File: config.mk
export PLATFORM = sky130hd
export DESIGN_NAME = rv_issue
export DESIGN_NICKNAME = d
export VERILOG_FILES = /design/src/rv_pkg.sv /design/src/rv_issue.sv
export VERILOG_INCLUDE_DIRS = /design/src
export SDC_FILE = /design/constraint.sdc
export NUM_CORES = 1
export LEC_CHECK = 0
export CELL_PAD_IN_SITES_DETAIL_PLACEMENT = 0
export CELL_PAD_IN_SITES_GLOBAL_PLACEMENT = 1
export CORE_AREA = 2 2 325 327
export CTS_BUF_LIST = sky130_fd_sc_hd__clkbuf_8 sky130_fd_sc_hd__clkbuf_16
export DETAILED_ROUTE_END_ITERATION = 6
export DIE_AREA = 0 0 327 329
export DONT_BUFFER_PORTS = 1
export PLACE_DENSITY_LB_ADDON = 0.1
export SLEW_MARGIN = 20
export SYNTH_ARGS = -nofsm -noshare
export SYNTH_HDL_FRONTEND = slang
export SYNTH_SLANG_ARGS = --single-unit
File: constraint.sdc
create_clock -name clk -period 0.8 [get_ports clk]
set_clock_uncertainty 0.15 [all_clocks]
set_input_delay 0.16 -clock clk [delete_from_list [all_inputs] [get_ports clk]]
set_output_delay 0.16 -clock clk [all_outputs]
set_load 0.01 [all_outputs]
File: src/rv_defs.svh
`ifndef RV_DEFS_SVH
`define RV_DEFS_SVH

// Data word and address width
`define RV_XLEN 64

// Instruction width as fetched from memory
`define RV_ILEN 32

// First fetch address after reset
`define RV_RESET_PC 64'h0000_0000_0000_0000

// Architectural integer registers
`define RV_NREGS 32

`endif

File: src/rv_pkg.sv
`include "rv_defs.svh"

package rv_pkg;

    typedef logic [`RV_XLEN-1:0] xlen_t;
    typedef logic [`RV_ILEN-1:0] instr_t;
    typedef logic [$clog2(`RV_NREGS)-1:0] reg_idx_t;

    typedef enum logic [3:0] {
        ALU_ADD,
        ALU_SUB,
        ALU_AND,
        ALU_OR,
        ALU_XOR,
        ALU_SLT,
        ALU_SLTU,
        ALU_SLL,
        ALU_SRL,
        ALU_SRA,
        // Operand b straight through, for LUI
        ALU_PASS_B
    } alu_op_e;

    typedef enum logic [2:0] {
        BR_NONE,
        BR_EQ,
        BR_NE,
        BR_LT,
        BR_GE,
        BR_JAL
    } br_type_e;

    typedef struct packed {
        logic   valid;
        xlen_t  pc;
        instr_t instr;
    } fetch_out_t;

    typedef struct packed {
        logic     valid;
        xlen_t    pc;
        alu_op_e  alu_op;
        br_type_e br_type;
        reg_idx_t rs1;
        reg_idx_t rs2;
        logic     use_imm;
        xlen_t    imm;
        reg_idx_t rd;
        logic     wb_en;
    } dec_op_t;

    typedef struct packed {
        logic     valid;
        xlen_t    pc;
        alu_op_e  alu_op;
        br_type_e br_type;
        xlen_t    op_a;
        xlen_t    op_b;
        // rs2 value, compared against op_a by branches
        xlen_t    cmp;
        xlen_t    imm;
        reg_idx_t rd;
        logic     wb_en;
    } issue_op_t;

    typedef struct packed {
        logic     valid;
        xlen_t    pc;
        reg_idx_t rd;
        logic     wb_en;
        xlen_t    data;
    } retire_t;

    typedef struct packed {
        logic  valid;
        xlen_t pc;
    } redirect_t;

endpackage

File: src/rv_issue.sv
module rv_issue
    import rv_pkg::*;
(
    input  logic      clk,
    input  logic      arst_n,
    input  dec_op_t   dec_in,
    input  redirect_t redirect,
    output reg_idx_t  rf_raddr_a,
    output reg_idx_t  rf_raddr_b,
    input  xlen_t     rf_rdata_a,
    input  xlen_t     rf_rdata_b,
    input  retire_t   fwd,
    output issue_op_t issue_op
);

    logic      fwd_a;
    logic      fwd_b;
    xlen_t     rs1_val;
    xlen_t     rs2_val;
    issue_op_t issue_next;

    assign rf_raddr_a = dec_in.rs1;
    assign rf_raddr_b = dec_in.rs2;

    // Result in the retire register has not reached the register file yet
    // wb_en is never set for x0, so x0 is never bypassed
    assign fwd_a = fwd.valid && fwd.wb_en && (fwd.rd == dec_in.rs1);
    assign fwd_b = fwd.valid && fwd.wb_en && (fwd.rd == dec_in.rs2);

    assign rs1_val = fwd_a ? fwd.data : rf_rdata_a;
    assign rs2_val = fwd_b ? fwd.data : rf_rdata_b;

    always_comb begin
        issue_next.valid   = dec_in.valid;
        issue_next.pc      = dec_in.pc;
        issue_next.alu_op  = dec_in.alu_op;
        issue_next.br_type = dec_in.br_type;
        issue_next.op_a    = rs1_val;
        issue_next.op_b    = dec_in.use_imm ? dec_in.imm : rs2_val;
        issue_next.cmp     = rs2_val;
        issue_next.imm     = dec_in.imm;
        issue_next.rd      = dec_in.rd;
        issue_next.wb_en   = dec_in.wb_en;
    end

    always_ff @(posedge clk or negedge arst_n) begin
        if (!arst_n) begin
            issue_op <= '0;
        end else begin
            issue_op <= issue_next;
            // Op in decode is younger than the redirecting branch
            if (redirect.valid) begin
                issue_op.valid <= 1'b0;
            end
        end
    end

endmodule

---- Word-level counts from Yosys, hierarchy flattened ----
Index checks and enable logic that the tools add are counted.
word-level totals
  input bits .............................. 483
  register bits ........................... 334
  output and inout port bits .............. 344
  word-level logic and storage cells ...... 19
operators by class
  reduce and logical (&&, ||, !) cells .... 3
  equality and inequality tests ........... 2
  multiplexer cells ....................... 4
operator list
  kind                 number
  two-way mux 64 bit   3
  equality test 5 bit  2
  logical AND 1 bit    3
  two-way mux 1 bit    1

---- Logic depth before layout (Yosys ltp) ----
  word-level depth ........................ 4
  gate-level depth with buffers ........... 6

---- Worst setup path before layout ----
No wires, ideal clock.
  path kind ............................... input port to flip-flop
  start point ............................. input port fwd[66] (netlist bit)
  end point ............................... register issue_op[201] (netlist bit)
  path slack .............................. -0.813 ns
  arrival ................................. 1.338 ns
  stages on the path ...................... 6
  cell sequence ........................... xnor2_1 > nand4_1 > or3_1 > buf_6 > buf_12 > mux2_4
RTL lines
  item                  line            text
  from (decl)           rv_issue.sv:12  input retire_t fwd,
  to (signal assigned)  rv_issue.sv:50  issue_op <= issue_next;
  to (decl)             rv_issue.sv:13  output issue_op_t issue_op

---- Worst setup path in the final report ----
  start point ............................. register issue_op[155] (netlist bit)
  end point ............................... output port issue_op[155] (netlist bit)
No word-level cell between the ends.

==> out/metrics.yaml <==
logic_synthesis:
  netlist_area_um2: 11820
  synth-edff-count: 0
  yosysMostFrequentCell: "dfrtp_1"
  async_flop_share_pct: 100.0
  synth-seq-area-share_pct: 70.74
  synth_seq_cells: 334
  netlist_instances: 809
  ys_top_cells_by_area: "dfrtp_1 71%, mux2_4 7.6%, a32oi_1 4.7%"
  yosys_warnings: 0
  synth_cell_type_count: 22
  yosys.area.top_type: "dfrtp_1"
  ys.flop_type: "dfrtp_1"
  synth_nets: 1292
  synth.avg_cell_area_um2: 14.60
  yosysTopAreaCellShare_pct: 70.74
grt:
  grt_usage_pct: 10.78
  grt_pass1_wl_um: 81560
  grt_max_degree: 335
  grt_pass1_vias: 9813
  antenna_found_initial: 13
  grt-ovfl-total: 0
cells_and_area:
  largest_register_ffs: 334
  regMostFlops: "issue_op"
  synthToLayoutAreaGrowth_pct: 78.58
  drive_gt1_share_pct: 34.28
  final_cell_count_no_fill: 2666
  final_util_pct: 20.21
  top_regs: "issue_op (334)"
  fin_area_um2: 21100
  nets: 1718
pwr:
  p_leak_nw: 8.586
  ir_drop_v: 0.001395
  power.density_nw_per_um2: 2051
critical_path:
  max_stage_delay_ps: 420
  worst-path-buf-inv: 1
  path_class: "register to output port"
  cp_top_family: "flip-flops"
  path_max_fanout: 1
  critical-path-slowest-cell: "dfrtp_1"
  cp.arrival_ps: 1160
  worst_ep_required_time_ps: 490
  startpoint_type: "register"
  critical_path.cell_chain: "buf_12"
  cp-end-kind: "output port"
placed_design:
  dp_hpwl_um: 39970
  placed_area_um2: 13800
  gp_congestion: 0.6909
  portBuffers: 0
  dp_cells: 2184
drt:
  wl_um: 61710
  drt_pre_antenna_iters: 4
  wl_per_cell_um: 23.15
  drc: 0
  final_antenna_net_count: 0
  drtIter0Drc: 252
  vias: 8815
  vias_per_cell: 3.306
floorplanning:
  die_height_um: 329
  rows: 119
  die_area_um2: 107600
  die_w_um: 327
  start_util_pct: 11.32
  pin_count: 827
  coreArea_um2: 104400
sta:
  setup-violations-final: 526
  tns_ps: -243810
  fmax_mhz: 679.5
  holdWs_ps: -879.0
  min_period_ps: 1472
  fin_crit_sh_pct: 184.0
  grt_setup_unrepaired: "true"
  slew_viol_final: 0
  hold_viol: 459
  tightestPinTransition_ps: 700.8
  slew_headroom_pct: 53.28
  fin_ws_ps: -671.7
clock_tree:
  cts_sinks: 334
  cts_max_level: 2
  cts_inserted_buffers: 45
  cts_tree: "yes"
  clock_path_buffers: 3
  clk_pin_slew_ps: 60
  clk_root_buffer_cell: "clkbuf_16"
  cts_hold_buf: 335
hold_path:
  hp-class: "input pin to asynchronous set/reset pin"
run:
  maxCapViolCount: 0
run_status:
  outcome: "complete, but fails checks"
  violations: "hold timing, setup timing"
-- report_power, final --
part | internal, mW | total, mW | switching, mW | leakage (nW)
Combinational | 2.45 | 4.18 | 1.73 | 3.92
Sequential | 17.9 | 19.1 | 1.13 | 3.89
Clock | 11.8 | 20.0 | 8.22 | 0.770
Total | 32.2 | 43.3 | 11.1 | 8.59
-- placed cells by master, fill, tap and decap left out, types with 18 or more instances in the layout --
cell type / n
a32oi_1: 49
nand3_1: 48
o31ai_4: 18
mux2_4: 60
dfrtp_2: 22
dfrtp_1: 312
buf_12: 41
buf_6: 23
dlygate4sd3_1: 335
clkbuf_16: 56
o31ai_2: 41
o21ai_2: 53
inv_1: 77
-- cell type report --
type | instances | area, um^2
fill | 11300 | 83270
sequential | 334 | 8386
timing repair buffer | 452 | 5354
multi-input combinational | 338 | 3905
tap | 1391 | 1740
clock buffer | 54 | 1261
inverter | 64 | 240.2
clock inverter | 27 | 197.7
antenna | 6 | 15.01
-- metrics by stage --
step	setup slack [ps]	total power [mW]
after floorplan	-762.5	20.13
after global placement	-1089	21.03
after detailed placement	-1083	20.99
after CTS	-783.3	44.19
after global routing	-763.2	45.48
final	-671.7	43.27
-- worst paths after layout --
path / startpoint / endpoint / slack (ps) / cells after the start
min in group clk: dec_in[70] / issue_op[137]$_DFF_PN0_ / -450 / 1
max in group asynchronous: arst_n / issue_op[202]$_DFF_PN0_ / 720 / 0
worst min-delay path: arst_n / issue_op[97]$_DFF_PN0_ / -880 / 0
worst max-delay path: issue_op[155]$_DFF_PN0_ / issue_op[155] / -670 / 1
-- timing repair --
item	in CTS	in global routing
endpoints found under the setup margin	525	526
pin swaps	8	6
setup buffers	37	18
gates resized for setup	232	119
cloned	16	10
hold endpoints to repair	668	489
-- kinds of logic after synthesis --
| kind of cell | after synthesis | synth area share, % |
|---|---|---|
| buffers and inverters | 137 | 5.867 |
| DFF | 334 | 70.74 |
| muxes | 64 | 8.006 |
| xor gates and xnor gates | 10 | 0.7413 |
| and+or+nand+nor | 72 | 3.124 |
| AOI/OAI and AO/OA | 192 | 11.52 |
-- per-layer routing --
| metal | vias up | track usage, % | wire (um) |
|---|---|---|---|
| met1 | 4514 | 12.26 | 24120 |
| met2 | 450 | 18.86 | 31090 |
| met4 | 8 | 3.131 | 1457 |
| li1 | 3772 | - | - |
| met3 | 71 | 3.962 | 4996 |
| met5 | - | 0 | 46 |
(Power assumes the default switching activity.)
