**src/rv_defs.svh**
```systemverilog
`ifndef RV_DEFS_SVH
`define RV_DEFS_SVH

// Data word and address width
`define RV_XLEN 64

// Instruction width as fetched from memory
`define RV_ILEN 32

// First fetch address after reset
`define RV_RESET_PC 64'h0000_0000_0000_0000

// Architectural integer registers
`define RV_NREGS 32

`endif

```
**src/rv_pkg.sv**
```systemverilog
`include "rv_defs.svh"

package rv_pkg;

    typedef logic [`RV_XLEN-1:0] xlen_t;
    typedef logic [`RV_ILEN-1:0] instr_t;
    typedef logic [$clog2(`RV_NREGS)-1:0] reg_idx_t;

    typedef enum logic [3:0] {
        ALU_ADD,
        ALU_SUB,
        ALU_AND,
        ALU_OR,
        ALU_XOR,
        ALU_SLT,
        ALU_SLTU,
        ALU_SLL,
        ALU_SRL,
        ALU_SRA,
        // Operand b straight through, for LUI
        ALU_PASS_B
    } alu_op_e;

    typedef enum logic [2:0] {
        BR_NONE,
        BR_EQ,
        BR_NE,
        BR_LT,
        BR_GE,
        BR_JAL
    } br_type_e;

    typedef struct packed {
        logic   valid;
        xlen_t  pc;
        instr_t instr;
    } fetch_out_t;

    typedef struct packed {
        logic     valid;
        xlen_t    pc;
        alu_op_e  alu_op;
        br_type_e br_type;
        reg_idx_t rs1;
        reg_idx_t rs2;
        logic     use_imm;
        xlen_t    imm;
        reg_idx_t rd;
        logic     wb_en;
    } dec_op_t;

    typedef struct packed {
        logic     valid;
        xlen_t    pc;
        alu_op_e  alu_op;
        br_type_e br_type;
        xlen_t    op_a;
        xlen_t    op_b;
        // rs2 value, compared against op_a by branches
        xlen_t    cmp;
        xlen_t    imm;
        reg_idx_t rd;
        logic     wb_en;
    } issue_op_t;

    typedef struct packed {
        logic     valid;
        xlen_t    pc;
        reg_idx_t rd;
        logic     wb_en;
        xlen_t    data;
    } retire_t;

    typedef struct packed {
        logic  valid;
        xlen_t pc;
    } redirect_t;

endpackage

```
**src/rv_regfile.sv**
```systemverilog
module rv_regfile
    import rv_pkg::*;
(
    input  logic     clk,
    input  logic     arst_n,
    input  reg_idx_t raddr_a,
    input  reg_idx_t raddr_b,
    output xlen_t    rdata_a,
    output xlen_t    rdata_b,
    input  retire_t  wr
);

    localparam int NREGS = 2 ** $bits(reg_idx_t);

    xlen_t regs [NREGS];

    always_ff @(posedge clk or negedge arst_n) begin
        if (!arst_n) begin
            for (int i = 0; i < NREGS; i++) begin
                regs[i] <= '0;
            end
        end else if (wr.valid && wr.wb_en && wr.rd != '0) begin
            regs[wr.rd] <= wr.data;
        end
    end

    // x0 reads as zero
    assign rdata_a = (raddr_a == '0) ? '0 : regs[raddr_a];
    assign rdata_b = (raddr_b == '0) ? '0 : regs[raddr_b];

endmodule

```
**config.mk**
```make
export PLATFORM = sky130hd
export DESIGN_NAME = rv_regfile
export DESIGN_NICKNAME = d
export VERILOG_FILES = /design/src/rv_pkg.sv /design/src/rv_regfile.sv
export VERILOG_INCLUDE_DIRS = /design/src
export SDC_FILE = /design/constraint.sdc
export NUM_CORES = 2
export LEC_CHECK = 0
export BUFFER_PORTS_ARGS = -buffer_cell sky130_fd_sc_hd__buf_4
export CAP_MARGIN = 20
export CORE_MARGIN = 1.5
export CORE_UTILIZATION = 50
export CTS_CLUSTER_DIAMETER = 60
export DETAILED_ROUTE_END_ITERATION = 16
export PLACE_DENSITY = 0.69
export SYNTH_ARGS = -nofsm -noshare
export SYNTH_HDL_FRONTEND = slang
export SYNTH_SLANG_ARGS = --single-unit
```
**constraint.sdc**
```tcl
create_clock -name clk -period 2.19 [get_ports clk]
set_input_delay 0.219 -clock clk [delete_from_list [all_inputs] [get_ports clk]]
set_output_delay 0.219 -clock clk [all_outputs]
set_load 0.005 [all_outputs]
```
======== After elaboration in Yosys (flattened, before gate mapping) ========
Cells that the tools add are included.
word-level totals
  register bits after elaboration ......... 2048
  input bits .............................. 147
  output and inout bits ................... 128
  word-level logic and storage cells ...... 56
cells by class
  order comparisons ....................... 4
  mux-type cells .......................... 11
  bitwise operators ....................... 3
  reduce and logical (&&, ||, !) cells .... 6
operators with widths
  cell                number
  $bwmux 2048         1
  $bmux 64 s5         2
  $mux 64             7
  $demux 64 s5        1
  $ge 6x6->1 const B  3
  $not 5->6           3
  $logic_not 5->1     2
  $lt 6x1->1 const B  1
  $reduce_bool 5->1   1
  $logic_and 1x1->1   3

======== Depth between registers and ports, before layout ========
  word-level depth ........................ 6
  gate-level depth with buffers ........... 10
  mapped depth without buffers ............ 4

======== Worst setup path before layout ========
Ideal clock, no wire load.
  kind .................................... input to output
  start point ............................. input port raddr_a[0]
  end point ............................... output port rdata_a[37]
  data arrival time ....................... 2.042 ns
  required time ........................... 1.971 ns
  path slack .............................. -0.071 ns
  cell stages on the path ................. 7
  path buffers ............................ 3
  path through ............................ buf_2 > clkbuf_1 > buf_2 > mux4_2 > mux2i_1 > o22ai_1 > or2_2
between the ends
  word-level cells in the longest chain between the ends .. 5
  elaborated cells between the ends (all ways) .. 6
  those cells by class .................... mux: 4; bitwise: 1; reduce/logical: 1
RTL lines
  what                                        line              RTL
  from (decl)                                 rv_regfile.sv:6   input reg_idx_t raddr_a,
  $not 5->6 (not written as such)             rv_regfile.sv:28  assign rdata_a = (raddr_a == '0) ? '0 : regs[raddr_a];
  $bmux 64 s5                                 rv_regfile.sv:28
  $mux 64 (not written as such) (2 in a row)  rv_regfile.sv:28
  $mux 64 (*)                                 rv_regfile.sv:28
  to (decl)                                   rv_regfile.sv:8   output xlen_t rdata_a,
Mark *: on every way between the ends. The rest lies on a longest branch, timed or not. The select of a mux whose other input is x is not followed.

======== Worst setup path in the final report ========
  start point ............................. register regs[1915] (netlist bit)
  end point ............................... output port rdata_a[59]
between the ends
  word-level cells in the longest chain between the ends .. 4
RTL lines
  what                                        line              RTL
  from (decl)                                 rv_regfile.sv:15  xlen_t regs [NREGS];
  from (signal, indexed assignment)           rv_regfile.sv:23  regs[wr.rd] <= wr.data;
  $bmux 64 s5                                 rv_regfile.sv:28
  $mux 64 (not written as such) (2 in a row)  rv_regfile.sv:28
  $mux 64                                     rv_regfile.sv:28
Every way passes these cells. The select of a mux whose other input is x is not followed.

==> metrics <==
CP max-delay cell=mux4_2; Top Ports=approximately 280; DRC=0; grt ovf=0; setup ws final=-0.7343 ns; Vias=71,097; Die Y=470.0 um; pin count of the biggest net entering global routing=118; Max Cap Viol=0; fin. max-slew vios=0; Worst-path clk slew=around 0.06 ns; CP required=1.97 ns; post-synthesis net count=approximately 7,200; RSZ-0062 raised after global routing=yes; # H-tree levels=4; Nets=between 7,000 and 8,000; Largest regs=regs (2048); drt via density=around 6.7; row count=~170; worst-path fanout max=3; Worst EP arrival=around 2.7 ns; clock skew=0 ns; CTS Sinks=just over 2,000; async set or reset register ratio after synthesis=1.000; Rel. slew slack=0.4473; Area Overhead vs Synth=20.12%; Tmin final=just under 3 ns; CTS tree=yes; Buf+Inv Stages, Crit Path=1; most common cell in the netlist=dfrtp_1; drt total wl=~350,000 um; Largest Register=regs; drt pass-1 iters=5; Compound-Gate Fraction of Synth Area=0.02162; failing checks=negative setup slack; CTS Root Cell=clkbuf_16; Critical Path, Cell by Cell=mux4_2 -> mux4_2 -> o22ai_4 -> nor3_4 -> buf_4; critical path endpoint category=output pin; Worst VDD drop=around 0.67 mV; share of cells above drive strength 1=0.6031; Total GRT Usage=0.3182; RePlAce Congestion=roughly 0.88; Clk Latency, worst-skew pair=between 0.8 and 0.9 ns; area of the core=approximately 0.22 mm2; Routed WL per cell=33.17 um; leakage power=59.07 nW; Post-Route M1 WL=between 100,000 and 150,000 um; DIE WIDTH=470.0 um; most frequent CP cell=mux4_2; first-pass GRT wire length=518,000 um; CP startpoint kind=register; Starting Density=0.5025; I/O Buffers=210; Yosys Warn Count=0; PD cells=around 800 mW/mm2; area share of fa/ha/maj cells after synthesis=0; max reg flops=between 2,000 and 2,500; mux cell area share after synthesis=0.4600; Post-Synth XOR/XNOR Area=0; FF+latch count, synth=roughly 2,000; Netlist cell types=between 50 and 60; FMAX=roughly 0.34 GHz; Top Metal Used=met5; Hold Fails Final Rpt=0; number of flops mapped to enable cells by yosys=0; vias in the first global route=73,567; Critical Path Max Stage Delay=around 0.51 ns; Synth Area in Simple Gates=0.01486; Iteration-0 DRC Markers=~7,500; Mapped Cells=about 7,000; critical path type=reg2out; most common library cells after synthesis=dfrtp_1, mux2_2, mux4_2, mux2i_1, clkbuf_1; setup TNS=-63.96 ns; ranking of synthesized cells by area=dfrtp_1, mux4_2, mux2_2, mux2i_1, mux2_4; mapped cell area=approximately 0.11 mm2; HPWL after DPL=~230,000 um; Synth top area share=0.4701; Tcrit/Tclk final=1.335; met2 WL=about 160,000 um; Clock Tree Buf Depth=3; final setup fails=128; actual slew at the worst max-slew pin=between 0.8 and 0.9 ns; main flop type after synthesis=dfrtp_1; die footprint=approximately 0.22 mm2; area leader, netlist=dfrtp_1; Syn Area/Cell=between 15 and 20 um2; Power Total=0.1049 W; HP Class=in2reg; largest family of logic cells by synthesized area=multiplexers; Num CTS Buffers=between 200 and 250; initial antenna violation count=19; Final ANT Viol Nets=0; status=finished with violations; Worst path top cell family by delay=multiplexers; Met3 Routed Length=around 28,000 um; Seq/Total Area, Yosys=0.4701
-- layout by cell type (no fill, tap or decap), drive strengths merged, types with 41 or more instances in the layout --
cell,instances
mux2,2021
dfrtp,2048
or2,73
buf,1079
mux2i,554
clkbuf,318
clkinv,41
mux4,950
nand2,46
o22ai,158
dlygate4sd3,70
a22oi,42
-- stage by stage --
stage | cells | cell area [um2] | hold slack (ns) | utilization | worst slack (ns)
after floorplan | 7016 | 109100 | -0.07659 | - | -0.05237
after global placement | 9996 | 120000 | 0.1409 | 0.5530 | -0.7083
final | 10614 | 131000 | 0.09645 | 0.6037 | -0.7343
after CTS | 10563 | 130300 | 0.03456 | 0.6006 | -0.7536
after global routing | 10607 | 130900 | 0.09305 | 0.6036 | -0.8068
after detailed placement | 9997 | 120000 | 0.1378 | 0.5531 | -0.5930
-- power breakdown --
| group | switching, W | internal (W) |
|---|---|---|
| registers | 0.00374 | 0.0428 |
| clock network | 0.0159 | 0.0221 |
| logic | 0.00820 | 0.0122 |
| total | 0.0279 | 0.0770 |
-- path summary, 6_finish.rpt --
check,start,slack (ns),depth (start not counted),end
max,regs[1915]$_DFFE_PN0P_,-0.73,5,rdata_a[59]
min,wr[69],0.1,4,regs[1665]$_DFFE_PN0P_
max reg2reg,regs[520]$_DFFE_PN0P_,1.16,3,regs[520]$_DFFE_PN0P_
min reg2reg,regs[2032]$_DFFE_PN0P_,0.38,0,regs[2032]$_DFFE_PN0P_
max in group asynchronous,arst_n,0.76,3,regs[713]$_DFFE_PN0P_
min in group asynchronous,arst_n,0.14,3,regs[2028]$_DFFE_PN0P_
-- timing repair --
| item | in CTS | in global routing |
|---|---|---|
| endpoints found under the setup margin | 128 | 128 |
| gates resized for setup | 344 | 75 |
| pin swaps | 197 | 90 |
| hold buffers | 70 | 0 |
| setup buffers | 117 | 48 |
| endpoints found under the hold margin | 3787 | 0 |
-- layout make-up --
class                      instances  area, um2
fill                           16005      85990
multi-input combinational       4157      55870
sequential                      2048      51250
timing repair buffer            1149      12950
clock buffer                     318       6396
tap                             2854       3571
clock inverter                    78      899.6
antenna                            8      20.02
inverter                           2      7.507
-- worst reg2reg max path, cell delays in order, from the launching register on --
cell     delay (ns)
dfrtp_1        0.40
buf_4          0.15
buf_4          0.12
mux2_2         0.25
-- cell families after synthesis --
family,Yosys count
mux,3525
flops,2048
buf+inv,811
compound gates,339
simple gates,293
-- per-layer routing --
layer,global-route usage,vias up
li1,-,28246
met1,0.4456,38748
met2,0.4917,3281
met3,0.06289,804
met4,0.1233,18
met5,0,-
No activity file was read; power rests on OpenSTA's default activity.
