File: src/rv_defs.svh
`ifndef RV_DEFS_SVH
`define RV_DEFS_SVH

// Data word and address width
`define RV_XLEN 64

// Instruction width as fetched from memory
`define RV_ILEN 32

// First fetch address after reset
`define RV_RESET_PC 64'h0000_0000_0000_0000

// Architectural integer registers
`define RV_NREGS 32

`endif

File: src/rv_pkg.sv
`include "rv_defs.svh"

package rv_pkg;

    typedef logic [`RV_XLEN-1:0] xlen_t;
    typedef logic [`RV_ILEN-1:0] instr_t;
    typedef logic [$clog2(`RV_NREGS)-1:0] reg_idx_t;

    typedef enum logic [3:0] {
        ALU_ADD,
        ALU_SUB,
        ALU_AND,
        ALU_OR,
        ALU_XOR,
        ALU_SLT,
        ALU_SLTU,
        ALU_SLL,
        ALU_SRL,
        ALU_SRA,
        // Operand b straight through, for LUI
        ALU_PASS_B
    } alu_op_e;

    typedef enum logic [2:0] {
        BR_NONE,
        BR_EQ,
        BR_NE,
        BR_LT,
        BR_GE,
        BR_JAL
    } br_type_e;

    typedef struct packed {
        logic   valid;
        xlen_t  pc;
        instr_t instr;
    } fetch_out_t;

    typedef struct packed {
        logic     valid;
        xlen_t    pc;
        alu_op_e  alu_op;
        br_type_e br_type;
        reg_idx_t rs1;
        reg_idx_t rs2;
        logic     use_imm;
        xlen_t    imm;
        reg_idx_t rd;
        logic     wb_en;
    } dec_op_t;

    typedef struct packed {
        logic     valid;
        xlen_t    pc;
        alu_op_e  alu_op;
        br_type_e br_type;
        xlen_t    op_a;
        xlen_t    op_b;
        // rs2 value, compared against op_a by branches
        xlen_t    cmp;
        xlen_t    imm;
        reg_idx_t rd;
        logic     wb_en;
    } issue_op_t;

    typedef struct packed {
        logic     valid;
        xlen_t    pc;
        reg_idx_t rd;
        logic     wb_en;
        xlen_t    data;
    } retire_t;

    typedef struct packed {
        logic  valid;
        xlen_t pc;
    } redirect_t;

endpackage

File: src/rv_fetch.sv
`include "rv_defs.svh"

module rv_fetch
    import rv_pkg::*;
(
    input  logic       clk,
    input  logic       arst_n,
    input  redirect_t  redirect,
    output xlen_t      im_req_addr,
    output logic       im_req_valid,
    input  logic       im_req_ready,
    input  instr_t     im_resp_rdata,
    input  logic       im_resp_valid,
    output fetch_out_t fetch_out
);

    xlen_t pc;
    xlen_t pc_next;
    xlen_t req_addr;
    logic  req_valid;
    // Request accepted, response not yet back
    logic  pending;
    // Outstanding response belongs to a flushed path
    logic  drop;
    logic  resp_in;
    logic  resp_ok;
    logic  raise;

    assign resp_in = pending && im_resp_valid;
    assign resp_ok = resp_in && !drop;
    // New request right after a response, or once out of reset
    assign raise   = resp_in || (!req_valid && !pending);

    always_comb begin
        pc_next = pc;
        if (redirect.valid) begin
            pc_next = redirect.pc;
        end else if (resp_ok) begin
            pc_next = req_addr + xlen_t'(4);
        end
    end

    always_ff @(posedge clk or negedge arst_n) begin
        if (!arst_n) begin
            pc        <= `RV_RESET_PC;
            req_addr  <= `RV_RESET_PC;
            req_valid <= 1'b0;
            pending   <= 1'b0;
            drop      <= 1'b0;
            fetch_out <= '0;
        end else begin
            pc <= pc_next;

            // Address is frozen while the request waits for ready
            if (raise) begin
                req_valid <= 1'b1;
                req_addr  <= pc_next;
            end else if (req_valid && im_req_ready) begin
                req_valid <= 1'b0;
            end

            if (req_valid && im_req_ready) begin
                pending <= 1'b1;
            end else if (resp_in) begin
                pending <= 1'b0;
            end

            if (redirect.valid) begin
                drop <= req_valid || (pending && !im_resp_valid);
            end else if (resp_in) begin
                drop <= 1'b0;
            end

            fetch_out.valid <= resp_ok && !redirect.valid;
            if (resp_in) begin
                fetch_out.pc    <= req_addr;
                fetch_out.instr <= im_resp_rdata;
            end
        end
    end

    assign im_req_addr  = req_addr;
    assign im_req_valid = req_valid;

endmodule

File: config.mk
export PLATFORM = sky130hd
export DESIGN_NAME = rv_fetch
export DESIGN_NICKNAME = d
export VERILOG_FILES = /design/src/rv_pkg.sv /design/src/rv_fetch.sv
export VERILOG_INCLUDE_DIRS = /design/src
export SDC_FILE = /design/constraint.sdc
export NUM_CORES = 1
export LEC_CHECK = 0
export BUFFER_PORTS_ARGS = -buffer_cell sky130_fd_sc_hd__buf_2
export CAP_MARGIN = 10
export CORE_MARGIN = 4
export CORE_UTILIZATION = 49
export DETAILED_ROUTE_END_ITERATION = 6
export PLACE_DENSITY = 0.8
export SYNTH_ARGS = -nofsm -noshare
export SYNTH_HDL_FRONTEND = slang
export SYNTH_SLANG_ARGS = --single-unit
File: constraint.sdc
create_clock -name clk -period 2.57 [get_ports clk]
set_clock_uncertainty 0.15 [all_clocks]
set_input_delay 0 -clock clk [delete_from_list [all_inputs] [get_ports clk]]
set_output_delay 0 -clock clk [all_outputs]
set_load 0.005 [all_outputs]
After elaboration in Yosys (flattened, before gate mapping)
Cells that the tools add are included.
{"block": "word_totals", "ff_bits": 228, "latchBits": 0, "ramBits": 0, "romBits": 0, "inputBits": 101, "output_inout_bits": 162, "word_cells": 32, "n_memories": 0}
{"block": "classes", "addsub": 1, "n_mul": 0, "div_mod_pow": 0, "magnitude_cmp": 0, "eq_ne": 0, "shift": 0, "muxes": 7, "bitwise_logic": 0, "reduce_logical": 16}
{"operator": "$mux 64", "count": 2}
{"operator": "$add 64x3->64 const B", "count": 1}
{"operator": "$logic_and 1x1->1", "count": 6}
{"operator": "$reduce_bool 2->1", "count": 3}
{"operator": "$logic_not 1->1", "count": 5}
{"operator": "$mux 1", "count": 5}
{"operator": "$logic_or 1x1->1", "count": 2}

Longest topological paths before layout
{"block": "logic_depth", "ltp_word": 4, "ltp_mapped": 9, "ltp_nobuf": 7}

Worst setup path before layout
No wires, ideal clock.
{"block": "synth_path", "kind": "flip-flop to flip-flop", "from": "register req_addr[2], in the netlist im_req_addr[2]", "to": "register req_addr[60], in the netlist im_req_addr[60]", "setup_time_ns": 0.146, "arrival_ns": 2.370, "required_time_ns": 2.274, "slack_ns": -0.095, "stages_incl_launch_ff": 9, "path_buffers": 1, "synth_period_minus_slack_ns": 2.665, "cell_sequence": "dfrtp_1 ha_1 nand3_1 or4_4 buf_6 nor4_4 nand4_1 xnor2_1 o221ai_1"}
{"block": "synth_between", "elab_chain_cells": 3}
{"element": "start: declaration", "line": "rv_fetch.sv:19", "rtl": "xlen_t req_addr;"}
{"element": "start signal: assignment", "line": "rv_fetch.sv:46", "rtl": "req_addr <= `RV_RESET_PC;"}
{"element": "start signal: assignment", "line": "rv_fetch.sv:57", "rtl": "req_addr <= pc_next;"}
{"element": "$add 64x3->64", "line": "rv_fetch.sv:39", "rtl": "pc_next = req_addr + xlen_t'(4);"}
{"element": "$mux 64", "line": "rv_fetch.sv:38", "rtl": "end else if (resp_ok) begin"}
{"element": "$mux 64", "line": "rv_fetch.sv:36", "rtl": "if (redirect.valid) begin"}
Every way passes these cells.
A chain may end at the register's enable or synchronous reset.

Final worst setup path
{"block": "layout_path", "from": "register req_addr[3], in the netlist im_req_addr[3]", "to": "register req_addr[61], in the netlist im_req_addr[61]"}
Same word-level chain as after synthesis.

==> results.toml <==
[finish]
drive_gt1_share_pct = 35.19
stdcell_count = 1785
utilization_pct = 73.15
layout.nets = 1591
syn2layout_area_growth_pct = 44.59
fin_area_um2 = 15570
fillers = 1394

[synth]
synth_cell_types = 65
yosysWarningCount = 0
ys_ff_latch = 228
synth_top_area_share_pct = 52.98
syn_area_um2 = 10770
synthCells = 1033
synthFlopType = "dfrtp_1"
synth_common_cells = "dfrtp_1 (228), nand2_1 (113), mux2_2 (100)"
synth_top_area_cell = "dfrtp_1"
syn_nets = 1135
syn_area_per_cell_um2 = 10.43
synth_edf_count = 0
synth.area.top_cells = "dfrtp_1 (53%), mux2_2 (10%), o21ai_0 (4.0%)"
synth-seq-area-share_pct = 52.98
ys_async_sr_fraction_pct = 100.0
synth_most_common_cell = "dfrtp_1"

[cts]
clk_path_buf_depth = 3
cts-root-buf = "clkbuf_16"
cts_sinks = 228
htreeDepth = 1
insertion_delay_ps = 520
cts-buffers-inserted = 25
path_clk_slew_ps = 60
cts_tree = "yes"

[die]
rows = 53
core_area_um2 = 21290
initial_utilization_pct = 50.59
die_w_um = 156.3
dieHeight_um = 156.3
die-area_um2 = 24410
io_pins = 263

[grt]
grt_pass1_wl_mm = 55.18
antenna_found_initial = 2
grt_max_degree = 73
grt_usage_pct = 27.68
grt_overflow_total = 0
grt_pass1_vias = 10660

[timing]
worst_slew_pin_slew_ps = 908.7
period_needed_ps = 2588
max_freq_mhz = 386.5
final.period_utilization_pct = 100.7
slew_viol_final = 0
finalSetupViolCount = 2
rsz0062_at_grt = "yes"
slew_headroom_pct = 39.42
final.setup.worst_slack_ps = -17.59
hold_viol_final = 0
holdWs_ps = 94.32

[power_and_ir_drop]
p_sw_mw = 5.746
irDropWorstVdd_mv = 0.7774
p_int_mw = 10.51
clkPwrFrac_pct = 23.0
p_leak_nw = 7.168
p_sw_share_pct = 35.34
pwr-share-seq_pct = 37.3
pwr-share-comb_pct = 39.7
power_density_nw_per_um2 = 1044

[critical_path]
arrival_ps = 2880
start_kind = "flip-flop"
end_kind = "flip-flop"
rrSetupSlack_ps = -20
required_ps = 2870
crit_type = "flip-flop to flip-flop"
crit_fanout = 7

[placement]
routabilityCongestion = 0.8394
placed_cells = 1570
place_hpwl_mm = 21.14
dpl_cell_area_um2 = 12840
port_buffers = 262

[detailed_routing]
wirelength_mm = 34.77
vias_per_cell = 5.736
vias = 10240
drc_errors = 4
drt-initial-drc-count = 785
wl_per_cell_um = 19.48
first_pass_iters = 7
ant_nets = 0

[flow_run]
maxCapViolations = 0

[outcome]
violations = "DRC, setup timing"
status = "finished, violations left"

[worst_hold_path]
holdCritPathClass = "input port to flip-flop"
layout by cell type (no fill, tap or decap), types with 6 or more instances in the layout:
master	synthesis	final
buf_4	0	66
nand3_1	29	27
nand4_1	19	19
and4_1	6	6
nand2_1	113	111
nor2_1	68	64
dlygate4sd3_1	0	157
xor2_1	25	25
clkinv_2	0	6
o221ai_1	9	9
o31ai_1	9	8
a22oi_1	6	6
mux2i_1	7	7
buf_12	0	8
nor3_1	15	13
a31oi_1	12	12
clkbuf_8	0	7
xnor2_1	30	28
buf_2	1	260
and3_1	34	34
inv_1	14	14
dfrtp_1	228	227
mux2_2	100	100
a21oi_1	62	61
clkbuf_16	0	25
o21ai_0	86	84
per-stage QoR:
step	setup WS [ps]	setup TNS (ps)	power, mW
5_1_grt	-123.8	-1002	17.22
2_1_floorplan	3.500	0	9.074
3_5_place_dp	35.21	0	11.97
3_3_place_gp	76.10	0	11.73
6_report	-17.59	-18.09	16.26
4_1_cts	16.67	0	16.03
critical path, cell delays in order, from the launching register on:
cell     delay [ps]
dfrtp_1         420
buf_6           120
nand4_1         170
or4_1           570
buf_6           160
nor4b_4         400
nand2_1         140
o32a_1          310
nand2_1          60
cell families after synthesis:
family | share of synthesized area, %
muxes | 11.11
AOI/OAI and AO/OA | 13.29
xor gates and xnor gates | 4.473
DFF | 52.98
and+or+nand+nor | 15.02
buffers and inverters | 3.009
adders and majority gates | 0.1162
registers in the layout, summed over array words and instances, names as in the netlist:
signal and cells:
drop 1, im_req_addr 64, pending 1, fetch_out 97, pc 64, im_req_valid 1
final cells by class:
cell class	instances	area, µm²	share of cell area, %
clock buffers	33	725.7	4.661
inverters	14	52.55	0.3375
well taps	275	344.1	2.210
multi-input cells	721	4956	31.83
repair buffers	499	3640	23.37
clock inverters	11	136.4	0.8759
diodes	4	10.01	0.06428
flip-flops and latches	228	5707	36.65
final timing paths:
check,to,start,depth (start not counted)
max,im_req_addr[61],im_req_addr[3],8
min,fetch_out[19],im_resp_rdata[19],3
max reg2reg,im_req_addr[61],im_req_addr[3],8
min reg2reg,fetch_out[60],fetch_out[60],2
max in group asynchronous,fetch_out[22],arst_n,4
min in group asynchronous,fetch_out[74],arst_n,4
routing by layer:
layer | up-vias | part of all wire, % | global-route usage (%)
met5 | - | 0 | 0
met4 | 0 | 4.6 | 12.07
met3 | 117 | 7.6 | 4.618
met2 | 514 | 50 | 47.10
met1 | 4986 | 38 | 34.97
li1 | 4621 | - | -
power by group through the flow:
| stage | Sequential [mW] | Clock [mW] | Combinational (mW) |
|---|---|---|---|
| 2_1_floorplan | 6.19 | 0 | 2.88 |
| 3_3_place_gp | 5.96 | 0 | 5.77 |
| 3_5_place_dp | 6.05 | 0 | 5.92 |
| 4_1_cts | 6.01 | 3.79 | 6.24 |
| 5_1_grt | 6.25 | 3.95 | 7.02 |
| 6_report | 6.07 | 3.74 | 6.45 |
what timing repair did:
action | CTS | global route
hold buffers | 159 | 0
pin swaps | 0 | 16
endpoints found under the hold margin | 391 | 0
setup buffers | 1 | 7
resized for setup | 0 | 39
endpoints found under the setup margin | 1 | 42
Power figures use the tool's default switching activity.
