==> src/rv_defs.svh <==
`ifndef RV_DEFS_SVH
`define RV_DEFS_SVH

// Data word and address width
`define RV_XLEN 64

// Instruction width as fetched from memory
`define RV_ILEN 32

// First fetch address after reset
`define RV_RESET_PC 64'h0000_0000_0000_0000

// Architectural integer registers
`define RV_NREGS 32

`endif

==> src/rv_pkg.sv <==
`include "rv_defs.svh"

package rv_pkg;

    typedef logic [`RV_XLEN-1:0] xlen_t;
    typedef logic [`RV_ILEN-1:0] instr_t;
    typedef logic [$clog2(`RV_NREGS)-1:0] reg_idx_t;

    typedef enum logic [3:0] {
        ALU_ADD,
        ALU_SUB,
        ALU_AND,
        ALU_OR,
        ALU_XOR,
        ALU_SLT,
        ALU_SLTU,
        ALU_SLL,
        ALU_SRL,
        ALU_SRA,
        // Operand b straight through, for LUI
        ALU_PASS_B
    } alu_op_e;

    typedef enum logic [2:0] {
        BR_NONE,
        BR_EQ,
        BR_NE,
        BR_LT,
        BR_GE,
        BR_JAL
    } br_type_e;

    typedef struct packed {
        logic   valid;
        xlen_t  pc;
        instr_t instr;
    } fetch_out_t;

    typedef struct packed {
        logic     valid;
        xlen_t    pc;
        alu_op_e  alu_op;
        br_type_e br_type;
        reg_idx_t rs1;
        reg_idx_t rs2;
        logic     use_imm;
        xlen_t    imm;
        reg_idx_t rd;
        logic     wb_en;
    } dec_op_t;

    typedef struct packed {
        logic     valid;
        xlen_t    pc;
        alu_op_e  alu_op;
        br_type_e br_type;
        xlen_t    op_a;
        xlen_t    op_b;
        // rs2 value, compared against op_a by branches
        xlen_t    cmp;
        xlen_t    imm;
        reg_idx_t rd;
        logic     wb_en;
    } issue_op_t;

    typedef struct packed {
        logic     valid;
        xlen_t    pc;
        reg_idx_t rd;
        logic     wb_en;
        xlen_t    data;
    } retire_t;

    typedef struct packed {
        logic  valid;
        xlen_t pc;
    } redirect_t;

endpackage

==> src/rv_decode.sv <==
module rv_decode
    import rv_pkg::*;
(
    input  logic       clk,
    input  logic       arst_n,
    input  fetch_out_t fetch_in,
    input  redirect_t  redirect,
    output dec_op_t    dec_op
);

    localparam logic [6:0] OPC_OP_IMM = 7'b0010011;
    localparam logic [6:0] OPC_OP     = 7'b0110011;
    localparam logic [6:0] OPC_LUI    = 7'b0110111;
    localparam logic [6:0] OPC_BRANCH = 7'b1100011;
    localparam logic [6:0] OPC_JAL    = 7'b1101111;

    instr_t     ins;
    logic [6:0] opcode;
    logic [2:0] funct3;
    logic       alt;
    logic       rd_nz;
    logic       reg_legal;
    logic       imm_legal;
    alu_op_e    alu_sel;
    xlen_t      imm_i;
    xlen_t      imm_u;
    xlen_t      imm_b;
    xlen_t      imm_j;
    dec_op_t    dec_next;

    assign ins    = fetch_in.instr;
    assign opcode = ins[6:0];
    assign funct3 = ins[14:12];
    assign alt    = ins[30];
    assign rd_nz  = (ins[11:7] != '0);

    assign imm_i = {{52{ins[31]}}, ins[31:20]};
    assign imm_u = {{32{ins[31]}}, ins[31:12], 12'b0};
    assign imm_b = {{51{ins[31]}}, ins[31], ins[7], ins[30:25], ins[11:8], 1'b0};
    assign imm_j = {{43{ins[31]}}, ins[31], ins[19:12], ins[20], ins[30:21], 1'b0};

    // funct7 may only carry the alternate bit on SUB and SRA
    assign reg_legal = (ins[31:25] == 7'b0000000) ||
                       (ins[31:25] == 7'b0100000 && (funct3 == 3'b000 || funct3 == 3'b101));

    // RV64 shifts take a 6-bit shamt, so funct6 is checked here
    always_comb begin
        imm_legal = 1'b1;
        if (funct3 == 3'b001) begin
            imm_legal = (ins[31:26] == 6'b000000);
        end else if (funct3 == 3'b101) begin
            imm_legal = (ins[31:26] == 6'b000000) || (ins[31:26] == 6'b010000);
        end
    end

    // Shared ALU selection for OP and OP-IMM
    always_comb begin
        case (funct3)
            3'b000:  alu_sel = (opcode == OPC_OP && alt) ? ALU_SUB : ALU_ADD;
            3'b001:  alu_sel = ALU_SLL;
            3'b010:  alu_sel = ALU_SLT;
            3'b011:  alu_sel = ALU_SLTU;
            3'b100:  alu_sel = ALU_XOR;
            3'b101:  alu_sel = alt ? ALU_SRA : ALU_SRL;
            3'b110:  alu_sel = ALU_OR;
            default: alu_sel = ALU_AND;
        endcase
    end

    always_comb begin
        dec_next         = '0;
        dec_next.valid   = fetch_in.valid;
        dec_next.pc      = fetch_in.pc;
        dec_next.alu_op  = ALU_ADD;
        dec_next.br_type = BR_NONE;
        dec_next.rs1     = ins[19:15];
        dec_next.rs2     = ins[24:20];
        dec_next.rd      = ins[11:7];
        // Unknown encodings fall through as a no-op
        case (opcode)
            OPC_OP_IMM: begin
                if (imm_legal) begin
                    dec_next.alu_op  = alu_sel;
                    dec_next.use_imm = 1'b1;
                    dec_next.imm     = imm_i;
                    dec_next.wb_en   = rd_nz;
                end
            end
            OPC_OP: begin
                if (reg_legal) begin
                    dec_next.alu_op = alu_sel;
                    dec_next.wb_en  = rd_nz;
                end
            end
            OPC_LUI: begin
                dec_next.alu_op  = ALU_PASS_B;
                dec_next.use_imm = 1'b1;
                dec_next.imm     = imm_u;
                dec_next.wb_en   = rd_nz;
            end
            OPC_BRANCH: begin
                dec_next.imm = imm_b;
                case (funct3)
                    3'b000:  dec_next.br_type = BR_EQ;
                    3'b001:  dec_next.br_type = BR_NE;
                    3'b100:  dec_next.br_type = BR_LT;
                    3'b101:  dec_next.br_type = BR_GE;
                    default: dec_next.br_type = BR_NONE;
                endcase
            end
            OPC_JAL: begin
                dec_next.br_type = BR_JAL;
                dec_next.imm     = imm_j;
                dec_next.wb_en   = rd_nz;
            end
            default: begin
            end
        endcase
    end

    always_ff @(posedge clk or negedge arst_n) begin
        if (!arst_n) begin
            dec_op <= '0;
        end else begin
            dec_op <= dec_next;
            if (redirect.valid) begin
                dec_op.valid <= 1'b0;
            end
        end
    end

endmodule

==> config.mk <==
export PLATFORM = sky130hd
export DESIGN_NAME = rv_decode
export DESIGN_NICKNAME = d
export VERILOG_FILES = /design/src/rv_pkg.sv /design/src/rv_decode.sv
export VERILOG_INCLUDE_DIRS = /design/src
export SDC_FILE = /design/constraint.sdc
export NUM_CORES = 1
export LEC_CHECK = 0
export BUFFER_PORTS_ARGS = -buffer_cell sky130_fd_sc_hd__clkbuf_2
export CORE_AREA = 2 2 123 125
export DETAILED_ROUTE_END_ITERATION = 8
export DIE_AREA = 0 0 125 127
export PLACE_DENSITY_LB_ADDON = 0.2
export SKIP_LAST_GASP = 1
export SLEW_MARGIN = 20
export SYNTH_ARGS = -nofsm -noshare
export SYNTH_HDL_FRONTEND = slang
export SYNTH_SLANG_ARGS = --single-unit
export TNS_END_PERCENT = 50
==> constraint.sdc <==
create_clock -name clk -period 2.1 [get_ports clk]
set_input_delay 0 -clock clk [delete_from_list [all_inputs] [get_ports clk]]
set_output_delay 0 -clock clk [all_outputs]
set_load 0.03 [all_outputs]
# Yosys cells after proc, flatten, opt, wreduce, memory -nomap -nowiden
# Index checks and enable logic that the tools add are counted.
# totals
output_inout_bits	153
word_cells	50
regBits	153
input_bits	164
# op_classes
mux	17
n_eq_ne	13
n_reduce_logical	10
# op_table
operator	n
one-hot mux 64 bit (4 select lines)	1
two-way mux 65 bit	1
one-hot mux 4 bit (7 select lines)	1
equality test 7 x 6 -> 1 bit (second input constant)	3
equality test 7 bit (second input constant)	2
one-hot mux 3 bit (4 select lines)	1
one-hot mux 4 bit (3 select lines)	1
equality test 3 bit (second input constant)	3
two-way mux 4 bit	2
equality test 7 x 5 -> 1 bit (second input constant)	1
logical NOT 7 bit	1
two-way mux 1 bit	7
equality test 3 x 2 -> 1 bit (second input constant)	2
equality test 6 x 5 -> 1 bit (second input constant)	1
logical NOT 6 bit	1
one-hot mux 3 bit (2 select lines)	1
nonzero test 5 bit	1
equality test 3 x 1 -> 1 bit (second input constant)	1
logical NOT 3 bit	1
logical OR 1 bit	3
one-hot mux 1 bit (3 select lines)	1
logical AND 1 bit	2
one-hot mux 1 bit (2 select lines)	1
OR reduction 2 bit	1

# Logic depth before layout (Yosys ltp)
# depth
depth_word	6
ltp_mapped	6
depth_no_buf	4

# Worst setup path before layout
# Ideal clock, no wire load.
# synth_path
kind	reg-to-output
start	reg dec_op[68] (netlist name)
end	out dec_op[38] in the netlist's numbering
stages_incl_launch_ff	2
slack_ns	0.855
arrival_time_ns	1.245
t_required_ns	2.100
path_cell_list	dfrtp_1 buf_4
# synth_rtl
item	line_no	rtl
to (decl)	rv_decode.sv:8	output dec_op_t dec_op

==> results.json <==
{
  "tritoncts": "built",
  "yosys_warnings": 0,
  "grt_setup_unrepaired": "false",
  "synthCells": 264,
  "worstPathRequired_ns": 2.41,
  "cp.arrival_ns": 2.10,
  "clk_pin_slew_worst_paths_ns": 0.06,
  "hold_buffers": 93,
  "combPwrFrac": 0.109,
  "seq_area_frac_synth": 0.769,
  "max_cap_viol_count": 0,
  "intPower_mw": 4.55,
  "setup_viol": 0,
  "top_regs": "dec_op: 121 flops",
  "ctsResizeCount": 0,
  "min_path_type": "input pin to async pin",
  "drive_gt1_frac": 0.488,
  "setup_tns_ns": 0,
  "finalHoldViolations": 0,
  "num_io_pins": 317,
  "cts_htree_levels": 4,
  "period_share": 0.854,
  "synth_nets": 428,
  "grt_pass1_vias": 3381,
  "synth_top_area_frac": 0.769,
  "drc": 0,
  "drt_pass1_iterations": 4,
  "syn2layout_area_growth_pct": 71.2,
  "fin_crit_ns": 1.79,
  "tightest_slew_ns": 0.863,
  "power_density_nw_per_um2": 893,
  "cpPeakStageDelay_ns": 0.53,
  "regArea_um2": 3030,
  "post-dp-hpwl_mm": 8.28,
  "outcome": "completed",
  "cp-end-kind": "register",
  "synthesis.area_um2": 3940,
  "finalPower_mw": 6.02,
  "cp-start-kind": "input pin",
  "numPlacedInstances": 667,
  "syn_area_per_cell_um2": 14.9,
  "grt_util_all_layers": 0.155,
  "fin_cells": 791,
  "post_cts_buffers": 0,
  "p_leak_nw": 3.47,
  "antenna_found_initial": 0,
  "cts_buffer_depth": 2,
  "cts_inserted_buffers": 17,
  "synth_top_cell_by_area": "dfrtp_1",
  "grt_overflow": 0,
  "die_w_um": 125,
  "wl_mm": 11.9,
  "multi_input_area_um2": 629,
  "ant_nets": 0,
  "p_sw_frac": 0.244,
  "place.gp.congestion": 0.784,
  "max_freq_ghz": 0.558,
  "rows": 44,
  "ys_async_sr_fraction": 1.00,
  "ys_top_cells_by_count": "dfrtp_1 (121), buf_4 (32), nand2_1 (23)",
  "largest_reg_flops": 121,
  "switching_power_mw": 1.47,
  "grt_pass1_wl_mm": 18.7,
  "drtIter0Drc": 96,
  "diodes": 0,
  "crit_fanout": 8,
  "vias": 3224,
  "worstSetupPathType": "input pin to register",
  "initial_core_util": 0.273,
  "chipHeight_um": 127,
  "ys_types": 38,
  "port-buffer-count": 252,
  "path_cells": "dlygate4sd3_1 > clkbuf_2 > or3_4 > o41ai_4 > a21oi_1 > o21ai_0",
  "wl_per_cell_um": 15.1,
  "max_slew_margin": 0.425,
  "die_area_um2": 15900,
  "fin_nets": 759,
  "avgViaCountPerCell": 4.08,
  "synth-seq-cells": 121,
  "core_region_area_um2": 14400,
  "clkSinkCount": 121,
  "top_register": "dec_op",
  "synth_flop_cell": "dfrtp_1",
  "fill_cells": 1325,
  "drv_slew": 0,
  "yosysMostFrequentCell": "dfrtp_1",
  "netlist_top_cells_area": "dfrtp_1 (77%), buf_4 (6.1%), nand2_1 (2.2%)",
  "seq_power_share": 0.406,
  "slowest_stage": "dlygate4sd3_1",
  "clockRootBuffer": "clkbuf_16",
  "synth_edf_count": 0,
  "grt_max_degree": 101,
  "ir_worst_vdd_mv": 0.456,
  "p_clk_frac": 0.485
}
==> critical path, delay by kind of cell <==
kind / cells / cell delay (ns)
AO/OA/AOI/OAI: 3 / 1.00
buffers and inverters: 2 / 0.67
AND/OR/NAND/NOR: 1 / 0.43
==> final timing paths <==
check | startpoint | end | slack [ns] | cells past startpoint
worst max-delay path | fetch_in[31] | dec_op[20] | 0.31 | 6
max in group asynchronous | arst_n | dec_op[127] | 1.24 | 3
worst min-delay path | arst_n | dec_op[123] | 0.03 | 2
min in group clk | fetch_in[5] | dec_op[6] | 0.05 | 3
==> per-layer routing <==
layer / share of wire / vias up / global-route usage
li1: - / 1519 / -
met5: 0 / - / 0
met4: 0.014 / 0 / 0.0523
met3: 0.068 / 12 / 0.0595
met1: 0.39 / 1554 / 0.181
met2: 0.53 / 139 / 0.264
==> cell type report <==
type | instances | area share
Sequential cell | 121 | 0.449
Timing Repair Buffer | 350 | 0.333
Multi-Input combinational cell | 103 | 0.0934
Clock buffer | 18 | 0.0637
Tap cell | 184 | 0.0342
Clock inverter | 13 | 0.0253
Inverter | 2 | 0.00111
==> power groups by stage <==
stage | Sequential [mW] | Combinational, mW | Clock, mW
floorplan | 2.67 | 0.0726 | 0
global placement | 2.48 | 0.521 | 0
detailed placement | 2.48 | 0.526 | 0
CTS | 2.44 | 0.666 | 2.99
global route | 2.45 | 0.708 | 3.11
finish | 2.44 | 0.659 | 2.92
==> cell usage in the layout (no fill, tap or decap), types with 3 or more instances in the layout <==
master,instances
o21ai_2,3
inv_6,3
o22ai_1,3
a21oi_1,4
buf_4,5
dfrtp_1,121
clkbuf_2,251
bufinv_16,3
nor2_1,7
a22o_1,4
clkinv_4,3
nor2b_1,9
o21ai_1,8
clkbuf_16,17
clkinvlp_4,3
nor3_1,4
o21ai_0,12
dlygate4sd3_1,93
xor2_1,3
nand2_1,23
==> stage by stage <==
step / utilization / hold WS [ns] / instance area, um^2 / worst slack (ns)
2_1_floorplan: - / -0.296 / 3940 / 0.855
3_3_place_gp: 0.361 / -0.0921 / 5210 / 0.468
3_5_place_dp: 0.361 / -0.0897 / 5210 / 0.448
4_1_cts: 0.467 / 0.00904 / 6740 / 0.309
5_1_grt: 0.467 / 0.0373 / 6740 / 0.131
6_report: 0.467 / 0.0331 / 6740 / 0.308
==> cells by family (layout without fill, tap and decap cells) <==
| group | after synthesis | in the layout | share of synthesized area |
|---|---|---|---|
| flip-flops | 121 | 121 | 0.769 |
| AND/OR/NAND/NOR | 59 | 59 | 0.0798 |
| AO/OA/AOI/OAI | 41 | 41 | 0.0734 |
| buffers and inverters | 40 | 383 | 0.0709 |
| XOR/XNOR | 3 | 3 | 0.00668 |
Note: power is estimated with default switching activity, not from simulation.
